### src/logic/motor_pkg.sv
package motor_pkg;

	// Requested state of one phase, also used as its gate pair {high gate, low gate}
	// The forbidden request with both bits set is treated as off by the bridge
	typedef enum logic [1:0] {
		phase_off  = 2'b00,
		phase_low  = 2'b01,
		phase_high = 2'b10,
		phase_noff = 2'b11
	} bridge_state_t;

	// Drive mode chosen by the host for the whole bridge
	typedef enum logic [1:0] {
		mode_coast      = 2'b00,
		mode_slow_decay = 2'b01,
		mode_fast_drive = 2'b10,
		mode_fast_brake = 2'b11
	} drive_mode_t;

	// Width of the PWM phase counter, so one period is 128 phase steps
	localparam int pwm_phase_bits = 7;

	// Duty level compared against the phase, 0 keeps the high side off
	typedef logic [pwm_phase_bits-1:0] pwm_level_t;

	// Free-running position inside one PWM period
	typedef logic [pwm_phase_bits-1:0] pwm_phase_t;

	// Hall codes that no healthy sensor set can produce
	// All sensors low usually means a lost supply, all high a broken pull-up
	localparam logic [2:0] hall_all_low  = 3'b000;
	localparam logic [2:0] hall_all_high = 3'b111;

	// One-hot phase masks used by the six-step table, ordered {C, B, A}
	localparam logic [2:0] phase_sel_a = 3'b001;
	localparam logic [2:0] phase_sel_b = 3'b010;
	localparam logic [2:0] phase_sel_c = 3'b100;

	// Empty mask for the invalid codes
	localparam logic [2:0] phase_sel_none = 3'b000;

endpackage

### src/logic/pwm_generator.sv
`timescale 1ns/100ps

module pwm_generator
	import motor_pkg::*;
#(
	parameter int pwm_div   = 1,
	parameter int dead_time = 3
) (
	input  logic       clk,
	input  logic       rst,
	input  pwm_level_t level,
	output logic       period_start,
	output logic       pwm_high,
	output logic       pwm_low
);

	// The divider needs at least one bit even when every clock is a phase step
	localparam int div_bits = (pwm_div > 1) ? $clog2(pwm_div) : 1;
	localparam logic [div_bits-1:0] div_last = div_bits'(pwm_div - 1);

	// Dead time widened by one bit to match the threshold below
	localparam logic [pwm_phase_bits:0] dead_steps = dead_time[pwm_phase_bits:0];

	logic [div_bits-1:0]     div_count;
	pwm_phase_t              phase;
	logic [pwm_phase_bits:0] low_threshold;

	// Clock divider and phase counter
	// The phase wraps from 127 back to 0 on its own
	always_ff @(posedge clk) begin
		if (rst) begin
			div_count <= '0;
			phase     <= '0;
		end else if (div_count == div_last) begin
			div_count <= '0;
			phase     <= phase + 1'b1;
		end else begin
			div_count <= div_count + 1'b1;
		end
	end

	// One cycle strobe at the very first clock of each period
	assign period_start = (phase == '0) && (div_count == '0);

	// The extra top bit keeps a large level plus dead time from wrapping
	// Once the sum passes 127 the low window simply never opens
	assign low_threshold = {1'b0, level} + dead_steps;

	// Both windows are registered so the gates see clean edges
	always_ff @(posedge clk) begin
		if (rst) begin
			pwm_high <= 1'b0;
			pwm_low  <= 1'b0;
		end else begin
			pwm_high <= (phase < level);
			pwm_low  <= ({1'b0, phase} >= low_threshold);
		end
	end

endmodule

### src/logic/motor_regs.sv
`timescale 1ns/100ps

module motor_regs
	import motor_pkg::*;
(
	input  logic        clk,
	input  logic        rst,
	input  logic        cmd_valid,
	output logic        cmd_ready,
	input  logic        cmd_direction,
	input  pwm_level_t  cmd_level,
	input  drive_mode_t cmd_mode,
	input  logic        period_start,
	output logic        direction,
	output pwm_level_t  level,
	output drive_mode_t mode
);

	// Shadow copy of the last accepted command
	logic        shadow_direction;
	pwm_level_t  shadow_level;
	drive_mode_t shadow_mode;

	// Set while the shadow holds a command that is not active yet
	logic pending;

	logic transfer;

	// The port only takes a new command once the previous one is active
	assign cmd_ready = !pending;
	assign transfer  = cmd_valid && cmd_ready;

	// Shadow capture on a transfer
	always_ff @(posedge clk) begin
		if (transfer) begin
			shadow_direction <= cmd_direction;
			shadow_level     <= cmd_level;
			shadow_mode      <= cmd_mode;
		end
	end

	// Pending flag
	// A transfer that meets a strobe with nothing pending waits for the next boundary
	always_ff @(posedge clk) begin
		if (rst) begin
			pending <= 1'b0;
		end else if (transfer) begin
			pending <= 1'b1;
		end else if (period_start) begin
			pending <= 1'b0;
		end
	end

	// Active settings only change at a period boundary
	// That way the duty and the mode never switch halfway through a PWM period
	always_ff @(posedge clk) begin
		if (rst) begin
			direction <= 1'b0;
			level     <= '0;
			mode      <= mode_coast;
		end else if (period_start && pending) begin
			direction <= shadow_direction;
			level     <= shadow_level;
			mode      <= shadow_mode;
		end
	end

endmodule

### src/logic/hall_commutator.sv
`timescale 1ns/100ps

module hall_commutator
	import motor_pkg::*;
(
	input  logic          clk,
	input  logic          rst,
	input  logic [2:0]    hall,
	input  logic          direction,
	output bridge_state_t phase_a,
	output bridge_state_t phase_b,
	output bridge_state_t phase_c,
	output logic          fault
);

	// Two flop synchronizer for the asynchronous sensor lines
	logic [2:0] hall_meta;
	logic [2:0] hall_sync;

	// Phases that the current hall code wants high and low, as {C, B, A} masks
	logic [2:0] fwd_high;
	logic [2:0] fwd_low;
	logic [2:0] sel_high;
	logic [2:0] sel_low;
	logic       invalid;

	// Reset is left off here since the flops fill up during the reset cycles anyway
	always_ff @(posedge clk) begin
		hall_meta <= hall;
		hall_sync <= hall_meta;
	end

	// Six-step table for forward rotation
	always_comb begin
		case (hall_sync)
			3'b001:  begin fwd_high = phase_sel_a; fwd_low = phase_sel_b; end
			3'b011:  begin fwd_high = phase_sel_a; fwd_low = phase_sel_c; end
			3'b010:  begin fwd_high = phase_sel_b; fwd_low = phase_sel_c; end
			3'b110:  begin fwd_high = phase_sel_b; fwd_low = phase_sel_a; end
			3'b100:  begin fwd_high = phase_sel_c; fwd_low = phase_sel_a; end
			3'b101:  begin fwd_high = phase_sel_c; fwd_low = phase_sel_b; end
			default: begin fwd_high = phase_sel_none; fwd_low = phase_sel_none; end
		endcase
	end

	// Reverse rotation drives the same pair with the current flowing the other way
	assign sel_high = direction ? fwd_low : fwd_high;
	assign sel_low  = direction ? fwd_high : fwd_low;

	assign invalid = (hall_sync == hall_all_low) || (hall_sync == hall_all_high);

	// Map one phase's share of the masks onto a bridge state
	function automatic bridge_state_t phase_state(input logic want_high, input logic want_low);
		bridge_state_t result;
		if (want_high) begin
			result = phase_high;
		end else if (want_low) begin
			result = phase_low;
		end else begin
			result = phase_off;
		end
		return result;
	endfunction

	// Registered decode, an invalid code opens every phase
	// The table already returns empty masks there, the fault just makes it visible
	always_ff @(posedge clk) begin
		if (rst) begin
			phase_a <= phase_off;
			phase_b <= phase_off;
			phase_c <= phase_off;
			fault   <= 1'b0;
		end else begin
			phase_a <= phase_state(sel_high[0], sel_low[0]);
			phase_b <= phase_state(sel_high[1], sel_low[1]);
			phase_c <= phase_state(sel_high[2], sel_low[2]);
			fault   <= invalid;
		end
	end

endmodule

### src/logic/half_bridge.sv
`timescale 1ns/100ps

module half_bridge
	import motor_pkg::*;
(
	input  bridge_state_t state,
	input  drive_mode_t   mode,
	input  logic          pwm_high,
	input  logic          pwm_low,
	output bridge_state_t gate
);

	// A request for both switches at once is never passed on
	bridge_state_t clean_state;

	// Set when the commutator uses this phase in the current step
	logic driven;

	// Low side for a driven phase, open for the floating one
	bridge_state_t brake_state;

	assign clean_state = (state == phase_noff) ? phase_off : state;
	assign driven      = (clean_state != phase_off);
	assign brake_state = driven ? phase_low : phase_off;

	always_comb begin
		case (mode)
			// Everything open, the motor spins down freely
			mode_coast: begin
				gate = phase_off;
			end
			// Drive during the high window and recirculate through the low sides
			// The gap between the two windows is the dead time
			mode_slow_decay: begin
				if (pwm_high) begin
					gate = clean_state;
				end else if (pwm_low) begin
					gate = brake_state;
				end else begin
					gate = phase_off;
				end
			end
			// Drive during the high window, current decays through the body diodes
			mode_fast_drive: begin
				gate = pwm_high ? clean_state : phase_off;
			end
			// Short the driven windings to ground for the high window
			mode_fast_brake: begin
				gate = pwm_high ? brake_state : phase_off;
			end
			default: begin
				gate = phase_off;
			end
		endcase
	end

endmodule

### src/logic/motor_drive_top.sv
`timescale 1ns/100ps

module motor_drive_top
	import motor_pkg::*;
#(
	parameter int pwm_div   = 1,
	parameter int dead_time = 3
) (
	input  logic        clk,
	input  logic        rst,
	input  logic        cmd_valid,
	output logic        cmd_ready,
	input  logic        cmd_direction,
	input  pwm_level_t  cmd_level,
	input  drive_mode_t cmd_mode,
	input  logic [2:0]  hall,
	output logic [5:0]  motor_out,
	output logic        fault
);

	// Active settings from the register block
	logic        direction;
	pwm_level_t  level;
	drive_mode_t mode;

	// PWM timing
	logic period_start;
	logic pwm_high;
	logic pwm_low;

	// Requested state per phase from the commutator
	bridge_state_t phase_a;
	bridge_state_t phase_b;
	bridge_state_t phase_c;

	motor_regs u_motor_regs (
		.clk           (clk),
		.rst           (rst),
		.cmd_valid     (cmd_valid),
		.cmd_ready     (cmd_ready),
		.cmd_direction (cmd_direction),
		.cmd_level     (cmd_level),
		.cmd_mode      (cmd_mode),
		.period_start  (period_start),
		.direction     (direction),
		.level         (level),
		.mode          (mode)
	);

	pwm_generator #(
		.pwm_div   (pwm_div),
		.dead_time (dead_time)
	) u_pwm_generator (
		.clk          (clk),
		.rst          (rst),
		.level        (level),
		.period_start (period_start),
		.pwm_high     (pwm_high),
		.pwm_low      (pwm_low)
	);

	hall_commutator u_hall_commutator (
		.clk       (clk),
		.rst       (rst),
		.hall      (hall),
		.direction (direction),
		.phase_a   (phase_a),
		.phase_b   (phase_b),
		.phase_c   (phase_c),
		.fault     (fault)
	);

	// One bridge per phase, each gate pair lands in its own slice of motor_out
	half_bridge u_bridge_a (
		.state    (phase_a),
		.mode     (mode),
		.pwm_high (pwm_high),
		.pwm_low  (pwm_low),
		.gate     (motor_out[1:0])
	);

	half_bridge u_bridge_b (
		.state    (phase_b),
		.mode     (mode),
		.pwm_high (pwm_high),
		.pwm_low  (pwm_low),
		.gate     (motor_out[3:2])
	);

	half_bridge u_bridge_c (
		.state    (phase_c),
		.mode     (mode),
		.pwm_high (pwm_high),
		.pwm_low  (pwm_low),
		.gate     (motor_out[5:4])
	);

endmodule

### config.mk
export PLATFORM = sky130hd
export DESIGN_NAME = motor_drive_top
export DESIGN_NICKNAME = d
export VERILOG_FILES = /design/src/logic/motor_pkg.sv /design/src/logic/pwm_generator.sv /design/src/logic/motor_regs.sv /design/src/logic/hall_commutator.sv /design/src/logic/half_bridge.sv /design/src/logic/motor_drive_top.sv
export SDC_FILE = /design/constraint.sdc
export NUM_CORES = 1
export LEC_CHECK = 0
export BUFFER_PORTS_ARGS = -buffer_cell sky130_fd_sc_hd__buf_2
export CAP_MARGIN = 20
export CORE_MARGIN = 2
export CORE_UTILIZATION = 25
export CTS_CLUSTER_DIAMETER = 150
export DETAILED_ROUTE_END_ITERATION = 16
export PLACE_DENSITY = 0.4
export SKIP_CTS_REPAIR_TIMING = 1
export SLEW_MARGIN = 20
export SYNTH_ARGS = -nofsm -noshare
export SYNTH_HDL_FRONTEND = slang
export SYNTH_SLANG_ARGS = --single-unit
export TNS_END_PERCENT = 1
### constraint.sdc
create_clock -name clk -period 2.1 [get_ports clk]
set_input_delay 0.21 -clock clk [delete_from_list [all_inputs] [get_ports clk]]
set_output_delay 0.21 -clock clk [all_outputs]
set_load 0.02 [all_outputs]
Word level (Yosys, flattened, before mapping)
Index checks and enable logic that the tools add are counted.

cells by class
  equality and inequality tests = 13
  $lt $le $gt $ge = 2
  add/sub/neg operators = 3
  reduce and logical (&&, ||, !) cells = 22
  multiplexer cells = 33
  bitwise operators = 1

operators with widths
  operator             count
  $mux 2               18
  $pmux 2 s4           3
  $reduce_or 2->1      10
  $pmux 3 s3           2
  $eq 3x3->1 const B   4
  $eq 2x2->1 const B   5
  $add 7x2->8 const B  1
  $ge 7x8->1           1
  $mux 1               8
  $reduce_bool 2->1    4
  $add 7x1->7 const B  1
  $logic_not 7->1      1
  $lt 7x7->1           1
  $eq 3x2->1 const B   2
  $mux 3               2
  $eq 3x1->1 const B   1
  $logic_and 1x1->1    3
  $logic_not 3->1      1
  $eq 2x1->1 const B   1
  $logic_not 2->1      1
  $add 1x1->1 const B  1
  $logic_not 1->1      1
  $logic_or 1x1->1     1
  $not 1->1            1

storage, ports and cells
  output and inout bits = 8
  logic and storage cells = 94
  flip-flop bits (word level) = 44

Longest topological paths before layout
Gate-level depths: netlist of run 1.

  depth in word-level cells = 7
  mapped depth = 8

By module
Synthesis of run 1 repeated with hierarchy kept, for this count alone.

second synthesis, totals
  cell total of the unflattened synthesis = 218
  area, all modules = 2,243.4 sq um

modules (own cells, without submodules)
  module           area an instance (sq um)  instances  cells each
  pwm_generator    787.0                     1          88
  motor_regs       785.8                     1          60
  hall_commutator  389.1                     1          34
  half_bridge      93.8                      3          12

Least setup slack after synthesis of run 1
Ideal clock, no wire load.

  path type = reg-to-reg
  start = reg u_motor_regs.level[0]
  end = reg u_pwm_generator.pwm_low
  stages on the path, launching flop included = 9
  arrival = 1.641 ns
  library setup time = 0.115 ns
  path slack = 0.345 ns
  path buffers = 0
  cells stage by stage = dfxtp_1 > inv_1 > ha_1 > or3_1 > xnor2_1 > ha_1 > nand4_1 > nand3_1 > o21a_1

on the way
  word-level cells in the longest chain between the ends = 2

ends and longest elaborated chain
  item                    line                 RTL
  start, declared         motor_regs.sv:15     output pwm_level_t level,
  start signal, assigned  motor_regs.sv:63     level <= shadow_level;
  $add 7x2->8             pwm_generator.sv:47  assign low_threshold = {1'b0, level} + dead_steps;
  $ge 7x8->1              pwm_generator.sv:56  pwm_low <= ({1'b0, phase} >= low_threshold);
  end signal, assigned    pwm_generator.sv:56
  end, declared           pwm_generator.sv:14  output logic pwm_low

Every way passes these cells.
A chain may end at the register's enable or synchronous reset.

Worst setup path after layout of run 1
Same ends and word-level chain as after synthesis.

==> results of run 1 <==
## sequential cells by signal, summed over array words and instances, names as in the netlist
register                       count
u_pwm_generator.pwm_high           1
u_pwm_generator.phase              7
u_pwm_generator.div_count          1
u_hall_commutator.hall_sync        3
u_motor_regs.level                 7
u_motor_regs.shadow_level          7
u_motor_regs.shadow_direction      1
u_pwm_generator.pwm_low            1
u_motor_regs.shadow_mode           2
u_hall_commutator.fault            1
u_motor_regs.pending               1
u_hall_commutator.phase_a          2
u_hall_commutator.phase_b          2
u_motor_regs.mode                  2
u_hall_commutator.hall_meta        3
u_motor_regs.direction             1
u_hall_commutator.phase_c          2
## power by group
group | switching (mW) | internal [mW]
Sequential | 0.0359 | 0.912
Clock | 0.305 | 0.358
Combinational | 0.0907 | 0.0859
Total | 0.432 | 1.36
## synth_stat cells, drive strengths merged
library cell and instances:
ha 23, a21oi 15, buf 4, o211a 1, or3b 6, nor3 2, o21a 1, a211oi 1
conb 1, nor2 22, nor2b 2, o22ai 3, or3 2, a21o 2, a22oi 3, nand4 5
clkbuf 5, nand3 8, inv 19, mux2i 11, nor4 1, nand2b 1, xor2 5, and4b 2
a31oi 1, edfxtp 10, and3 3, xnor2 7, dfxtp 34, and2b 1, nand3b 7
## critical path: cells and delay by family, from the launching register on
family / cells / cell delay (ns)
AND/OR/NAND/NOR: 3 / 0.50
AO/OA/AOI/OAI: 1 / 0.18
flip-flops: 1 / 0.37
XOR/XNOR: 1 / 0.13
buffers and inverters: 1 / 0.09
adder cells (fa/ha/maj): 2 / 0.52
## routing by layer
metal | GRT usage, % | vias to the layer above
met5 | 0 | -
met4 | 4.23 | 0
met3 | 1.94 | 6
met2 | 13.4 | 24
met1 | 13.3 | 655
li1 | - | 767
## cell type report
| cell class | instances | area (sq um) | share of cell area, % |
|---|---|---|---|
| sequential | 44 | 981 | 39.4 |
| inverter | 19 | 71.3 | 2.86 |
| multi-input combinational | 136 | 1030 | 41.2 |
| timing repair buffer | 29 | 168 | 6.73 |
| clock buffer | 5 | 68.8 | 2.76 |
| tap | 105 | 131 | 5.27 |
| clock inverter | 3 | 46.3 | 1.86 |
## stage by stage
step | cell area (sq um) | setup WS, ns | util (%)
after detailed placement | 2350 | 0.220 | 28.4
after global routing | 2490 | 0.0758 | 30.2
final | 2490 | 0.220 | 30.2
after floorplan | 2140 | 0.345 | -
after global placement | 2350 | 0.271 | 28.4
after CTS | 2460 | 0.220 | 29.8
## path summary, 6_finish.rpt
path                                             endpoint                              startpoint  slack, ns
setup / recovery       u_pwm_generator.pwm_low$_SDFF_PP0_      u_motor_regs.level[0]$_SDFFE_PP0P_       0.22
hold / removal    u_motor_regs.shadow_direction$_DFFE_PP_                           cmd_direction       0.08
setup reg to reg       u_pwm_generator.pwm_low$_SDFF_PP0_      u_motor_regs.level[0]$_SDFFE_PP0P_       0.22
hold reg to reg    u_hall_commutator.hall_sync[0]$_DFF_P_  u_hall_commutator.hall_meta[0]$_DFF_P_       0.33
## kinds of logic after synthesis
group / after synthesis / synth area share [%]
AO/OA/AOI/OAI: 27 / 7.59
multiplexers: 11 / 5.14
buffers and inverters: 28 / 6.31
other: 1 / 0.175
AND/OR/NAND/NOR: 62 / 16.6
adder cells (fa/ha/maj): 23 / 13.4
flip-flops: 44 / 45.8
XOR/XNOR: 12 / 4.91
==> results_dict.tcl, run 1 <==
set metrics [dict create \
    outcome "completed" \
    clkTransAtPathRegs_ns 0.09 \
    nFillCells 873 \
    powerDensity_mw_per_mm2 717 \
    ys_ff_latch 44 \
    final_hold_viol_count 0 \
    tns_ns 0 \
    wl_per_cell_um 11.6 \
    drv_cap 0 \
    gp_congestion 0.742 \
    route.detailed.drc 0 \
    hold_path.class "input port to flop" \
    drt-total-wl_um 3940 \
    crit_fanout 3 \
    top_layer_used "met4" \
    slowest_delay_ns 0.37 \
    netlist.top_cell.by_area "dfxtp_1" \
    cpMaxStageDelayCell "dfxtp_1" \
    fin_crit_sh_pct 89.5 \
    wl_met2_um 1620 \
    dr.pass1.iters 4 \
    final_cell_mix "34 x dfxtp_1, 23 x ha_1, 23 x buf_2" \
    die_w_um 96.6 \
    crit_chain "inv_1, ha_1, or3_1, xnor2_1, ha_1, nand4_1, nand3_1, o21a_1" \
    antenna_found_initial 0 \
    die_area_sq_mm 0.00932 \
    hpwl_um 2870 \
    vias_per_cell 4.26 \
    avgSynthCellArea_sq_um 10.3 \
    ir_drop_mv 0.355 \
    design.core.area_sq_mm 0.00826 \
    final_max_slew_viol_count 0 \
    finalNetCount 274 \
    synth_top_area_share_pct 31.8 \
    slew_headroom_pct 64.0 \
    io_buffer_count 23 \
    grt.overflow.total 0 \
    io_pins 24 \
    stdcell_count 341 \
    insertion_delay_ns 0.30 \
    dp.cells 330 \
    cts_sinks 44 \
    rows 33 \
    synth-seq-area-share_pct 45.8 \
    root_buffer "clkbuf_8" \
    setup_violations 0 \
    synthToLayoutAreaGrowth_pct 16.4 \
    path_class "flop to flop" \
    initial_core_util_pct 25.9 \
    fin_skew_ns 0.00463 \
    whs_path_depth 1 \
    p_leak_nw 1.09 \
    synth.area.top_cells "dfxtp_1 32%, edfxtp_1 14%, ha_1 13%" \
    syn_area_sq_mm 0.00214 \
    mostFrequentLayoutCell "dfxtp_1" \
    tightest_slew_ns 0.540 \
    p_total_mw 1.79 \
    met3_length_um 134 \
    path_common_cell "ha_1" \
    yosysUniqueCellTypes 31 \
    critPathLaunchType "flop" \
    grt_start_max_net_pins 28 \
    fin_crit_ns 1.88 \
    critPathArrivalTime_ns 2.08 \
    wl_met1_um 2110 \
    drt_iter0_markers 52 \
    grt_usage_pct 9.30 \
    yosysWarnings 0 \
    required_ns 2.30 \
    vias 1452 \
    grt_first_pass_wirelength_um 6600 \
    ant_nets 0 \
    synthesis.nets 247 \
    cts_buffer_depth 2 \
    die_h_um 96.6 \
    reg2regPathDepth 8 \
    grt_pass1_vias 1363 \
    cts_tree "done" \
    endpoint_kind "flop" \
    rsz0062_at_grt "false" \
    holdWs_ns 0.0844 \
    h-tree-depth 2 \
    fmax_mhz 532 \
    numCtsBuffers 5 \
    synthCells 208 \
    layout-drive-gt1-share_pct 18.2 \
    n_antenna_cell 0 \
]
Note: power is estimated with default switching activity, not from simulation.
==> run 2: changes to the inputs <==
--- a/config.mk
+++ b/config.mk
@@ -8,10 +8,10 @@
 export BUFFER_PORTS_ARGS = -buffer_cell sky130_fd_sc_hd__buf_2
 export CAP_MARGIN = 20
 export CORE_MARGIN = 2
-export CORE_UTILIZATION = 25
+export CORE_UTILIZATION = 50
 export CTS_CLUSTER_DIAMETER = 150
 export DETAILED_ROUTE_END_ITERATION = 16
-export PLACE_DENSITY = 0.4
+export PLACE_DENSITY = 0.69
 export SKIP_CTS_REPAIR_TIMING = 1
 export SLEW_MARGIN = 20
 export SYNTH_ARGS = -nofsm -noshare
==> results_dict.tcl, run 2 (synthesis gave the netlist of run 1 again) <==
set metrics [dict create \
    outcome "completed" \
    endpoint_kind "flop" \
    grt_usage_pct 15.0 \
    io_buffer_count 23 \
    final_max_slew_viol_count 0 \
    fin_crit_ns 1.89 \
    crit_chain "inv_1, nor3_1, nand3b_1, xnor2_1, ha_1, a21oi_1, nand3_1, o21a_1" \
    critPathLaunchType "flop" \
    numCtsBuffers 5 \
    wl_per_cell_um 12.0 \
    fmax_mhz 530 \
    cts_buffer_depth 2 \
    multiInputGateArea_sq_mm 0.00103 \
    rsz0062_at_grt "false" \
    die_area_sq_mm 0.00482 \
    final_hold_viol_count 0 \
    io_pins 24 \
    rows 23 \
    vias_per_cell 5.08 \
    insertion_delay_ns 0.30 \
    regArea_sq_um 981 \
    h-tree-depth 2 \
    cpMaxStageDelayCell "dfxtp_1" \
    dp.cells 274 \
    fin_crit_sh_pct 89.8 \
    grt_pass1_vias 1286 \
    root_buffer "clkbuf_8" \
    reg_top3 "u_motor_regs.level x7, u_motor_regs.shadow_level x7, u_pwm_generator.phase x7" \
    antenna_found_initial 0 \
    p_leak_nw 1.08 \
    n_antenna_cell 0 \
    hpwl_um 2520 \
    crit_fanout 4 \
    crit_family "simple AND/OR/NAND/NOR gates" \
    die_h_um 69.5 \
    mostFrequentLayoutCell "dfxtp_1" \
    critPathArrivalTime_ns 2.08 \
    finalNetCount 273 \
    synthToLayoutAreaGrowth_pct 12.8 \
    clkTransAtPathRegs_ns 0.08 \
    layout-drive-gt1-share_pct 17.9 \
    dr.pass1.iters 4 \
    drv_cap 0 \
    drt_iter0_markers 67 \
    placed_cell_area_sq_mm 0.00227 \
    finalInstanceArea_sq_mm 0.00242 \
    route.detailed.drc 0 \
    grt_first_pass_wirelength_um 5730 \
    ir_drop_mv 0.635 \
    fin_skew_ns 0.00608 \
    powerDensity_mw_per_mm2 735 \
    path_class "flop to flop" \
    cts_tree "done" \
    setup_violations 0 \
    die_w_um 69.5 \
    final_cell_mix "34 x dfxtp_1, 23 x ha_1, 23 x buf_2" \
    required_ns 2.30 \
    hold_path.class "input port to flop" \
    drt-total-wl_um 3430 \
    vias 1448 \
    ant_nets 0 \
    critPathBufInv 1 \
    stdcell_count 285 \
    design.core.area_sq_mm 0.00406 \
    p_total_mw 1.78 \
    cts_sinks 44 \
    tns_ns 0 \
    grt_start_max_net_pins 28 \
    slowest_delay_ns 0.38 \
    nFillCells 350 \
    grt.overflow.total 0 \
    initial_core_util_pct 52.8 \
    gp_congestion 0.774 \
]
## run 2: cell count changes in the layout (fill, tap and decap cells not counted)
cell	previous run	this run
buf_4	3	2
## run 2: metal layers
metal	track usage (%)	share of wire (%)	routed length [um]
met4	5.88	1.4	47
met3	5.09	5.4	185
met1	19.7	51	1740
met5	0	0	0
met2	22.9	43	1460
## run 2: area by class of cell
| class | instances | area share [%] |
|---|---|---|
| clock buffers | 5 | 2.85 |
| clock inverters | 3 | 1.92 |
| inverters | 19 | 2.95 |
| multi-input cells | 136 | 42.5 |
| flip-flops and latches | 44 | 40.6 |
| well taps | 50 | 2.59 |
| repair buffers | 28 | 6.63 |
## run 2: power by group
group | switching [mW] | internal, mW
logic | 0.0882 | 0.0858
clock network | 0.297 | 0.358
registers | 0.0363 | 0.911
## run 2: metrics by stage
step | hold slack, ns | setup slack, ns | util [%]
after global routing | 0.0566 | 0.0475 | 59.5
after detailed placement | 0.312 | 0.241 | 56.0
final | 0.0793 | 0.214 | 59.5
after CTS | -0.00847 | 0.210 | 58.8
after floorplan | 0.238 | 0.345 | -
after global placement | 0.311 | 0.285 | 56.0
## run 2: worst register-to-register path: stages (launching register included)
cell and delay [ns]:
dfxtp_1 0.38, inv_1 0.09, nor3_1 0.27, nand3b_1 0.13
xnor2_1 0.14, ha_1 0.35, a21oi_1 0.16, nand3_1 0.09
o21a_1 0.17
## run 2: worst paths after layout
| check | from | endpoint | slack (ns) | cells past startpoint |
|---|---|---|---|---|
| min reg2reg | u_hall_commutator.hall_meta[1]$_DFF_P_ | u_hall_commutator.hall_sync[1]$_DFF_P_ | 0.33 | 0 |
| max reg2reg | u_motor_regs.level[3]$_SDFFE_PP0P_ | u_pwm_generator.pwm_low$_SDFF_PP0_ | 0.21 | 8 |
| max | u_motor_regs.level[3]$_SDFFE_PP0P_ | u_pwm_generator.pwm_low$_SDFF_PP0_ | 0.21 | 8 |
| min | cmd_level[3] | u_motor_regs.shadow_level[3]$_DFFE_PP_ | 0.08 | 1 |
==> run 3: changes to the inputs <==
--- a/config.mk
+++ b/config.mk
@@ -5,9 +5,10 @@
 export SDC_FILE = /design/constraint.sdc
 export NUM_CORES = 1
 export LEC_CHECK = 0
+export ABC_AREA = 1
 export BUFFER_PORTS_ARGS = -buffer_cell sky130_fd_sc_hd__buf_2
 export CAP_MARGIN = 20
-export CORE_MARGIN = 2
+export CORE_MARGIN = 8
 export CORE_UTILIZATION = 50
 export CTS_CLUSTER_DIAMETER = 150
 export DETAILED_ROUTE_END_ITERATION = 16
==> results_dict.tcl, run 3 <==
set metrics [dict create \
    busiest_layer "met2" \
    required_ns 2.28 \
    cts_sinks 44 \
    vias 1632 \
    async_flop_share_pct 0 \
    cpMaxStageDelayCell "dfxtp_2" \
    route.detailed.drc 0 \
    final_cell_mix "46 x nand2_1, 43 x nor2_1, 37 x inv_1" \
    netlist.top_cell.by_area "dfxtp_1" \
    grt_pass1_vias 1468 \
    die_area_sq_mm 0.00670 \
    dr.pass1.iters 4 \
    grt.overflow.total 0 \
    synth.area.top_cells "dfxtp_1 31%, edfxtp_1 14%, ha_1 13%" \
    grt_first_pass_wirelength_um 6370 \
    final_util_pct 57.2 \
    critPathLaunchType "flop" \
    drt_iter0_markers 26 \
    die_w_um 81.8 \
    outcome "completed" \
    fin_crit_sh_pct 91.2 \
    endpoint_kind "flop" \
    io_buffer_count 23 \
    finalNetCount 327 \
    design.core.area_sq_mm 0.00426 \
    h-tree-depth 2 \
    holdWs_ns 0.0189 \
    hold_path.class "input port to flop" \
    ant_nets 0 \
    numCtsBuffers 5 \
    finalInstanceArea_sq_mm 0.00244 \
    yosysWarnings 0 \
    wl_per_cell_um 10.6 \
    io_pins 24 \
    cts_buffer_depth 2 \
    gp_congestion 0.809 \
    ir_drop_mv 0.640 \
    syn_area_sq_mm 0.00217 \
    vias_per_cell 4.79 \
    synth_top_area_share_pct 31.4 \
    yosys_most_used_dff "dfxtp_1" \
    final_hold_viol_count 0 \
    drv_cap 0 \
    die_h_um 81.8 \
    slowest_delay_ns 0.36 \
    drt-total-wl_um 3620 \
    use_met2_pct 19.7 \
    tns_ns 0 \
    critPathArrivalTime_ns 2.09 \
    powerDensity_mw_per_mm2 734 \
    crit_fanout 4 \
    reg_top3 "u_motor_regs.level x7, u_motor_regs.shadow_level x7, u_pwm_generator.phase x7" \
    ys_ff_latch 44 \
    p_leak_nw 1.13 \
    grt_usage_pct 12.0 \
    n_antenna_cell 0 \
    fin_crit_ns 1.92 \
    rsz0062_at_grt "false" \
    fmax_mhz 522 \
    mostFrequentLayoutCell "nand2_1" \
    synth-seq-area-share_pct 45.3 \
    grt_use_met1_pct 15.0 \
    placed_cell_area_sq_mm 0.00232 \
    yosysUniqueCellTypes 26 \
    clkTransAtPathRegs_ns 0.09 \
    synthCells 261 \
    crit_chain "inv_1, ha_1, or2_4, nor3_2, xor2_1, ha_1, a21oi_1, nand2_1, nand2_1, a21oi_1" \
    insertion_delay_ns 0.29 \
    p_total_mw 1.79 \
    avgSynthCellArea_sq_um 8.30 \
    grt_start_max_net_pins 17 \
    fin_skew_ns 0.00659 \
    path_class "flop to flop" \
    synthToLayoutAreaGrowth_pct 12.6 \
    setup_violations 0 \
    synthesis.nets 300 \
    synth_edf_count 10 \
    synthTopCellsByCount "46 x nand2_1, 43 x nor2_1, 37 x inv_1" \
    root_buffer "clkbuf_8" \
    grt.met3_usage_pct 3.39 \
    antenna_found_initial 0 \
    rows 24 \
    hpwl_um 2890 \
    cts_tree "done" \
    yosysMostFrequentCell "nand2_1" \
    final_max_slew_viol_count 0 \
    layout-drive-gt1-share_pct 15.2 \
    initial_core_util_pct 50.8 \
]
run 3: cells by family (layout without fill, tap and decap cells):
logic type                 after synthesis  count (layout)  synth area share [%]
adders and majority gates               23              23                  13.3
and+or+nand+nor                        111             111                  22.1
DFF                                     44              44                  45.3
other                                    1               1                 0.173
AOI/OAI and AO/OA                       34              34                  9.24
xor gates and xnor gates                 4               4                  1.62
buffers and inverters                   44              72                  8.37
run 3: stage by stage:
| step | std cells | setup slack [ns] |
|---|---|---|
| floorplan | 261 | 0.283 |
| global placement | 333 | 0.216 |
| detailed placement | 333 | 0.151 |
| CTS | 341 | 0.134 |
| global route | 341 | 0.0119 |
| finish | 341 | 0.184 |
run 3: path summary, 6_finish.rpt:
path / from / endpoint / slack, ns / depth (start not counted)
setup / recovery: u_motor_regs.level[0]$_SDFFE_PP0P_ / u_pwm_generator.pwm_low$_SDFF_PP0_ / 0.18 / 10
hold / removal: hall[0] / u_hall_commutator.hall_meta[0]$_DFF_P_ / 0.02 / 1
setup reg to reg: u_motor_regs.level[0]$_SDFFE_PP0P_ / u_pwm_generator.pwm_low$_SDFF_PP0_ / 0.18 / 10
hold reg to reg: u_hall_commutator.hall_meta[0]$_DFF_P_ / u_hall_commutator.hall_sync[0]$_DFF_P_ / 0.33 / 0
run 3: where the power goes:
part,total [mW],switching (mW),internal [mW]
Clock,0.648,0.289,0.358
Sequential,0.946,0.0304,0.916
Combinational,0.197,0.116,0.0809
Total,1.79,0.436,1.36
run 3: area by class of cell:
cell class | instances | area, sq um
Tap cell | 52 | 65.1
Fill cell | 405 | 1820
Sequential cell | 44 | 982
Multi-Input combinational cell | 173 | 1000
Timing Repair Buffer | 24 | 123
Inverter | 40 | 150
Clock buffer | 5 | 68.8
Clock inverter | 3 | 46.3
run 3: critical path: cells and delay by family, from the launching register on:
kind            cells  cell delay (ns)
fa+ha+maj           2             0.49
simple gates        4             0.50
compound gates      2             0.22
xor+xnor            1             0.17
flops               1             0.36
buf+inv             1             0.06
run 3: per-layer routing:
metal | vias up | wire length, um
met5 | - | 0
met4 | 0 | 33
met3 | 4 | 176
met2 | 28 | 1620
met1 | 721 | 1790
li1 | 879 | -
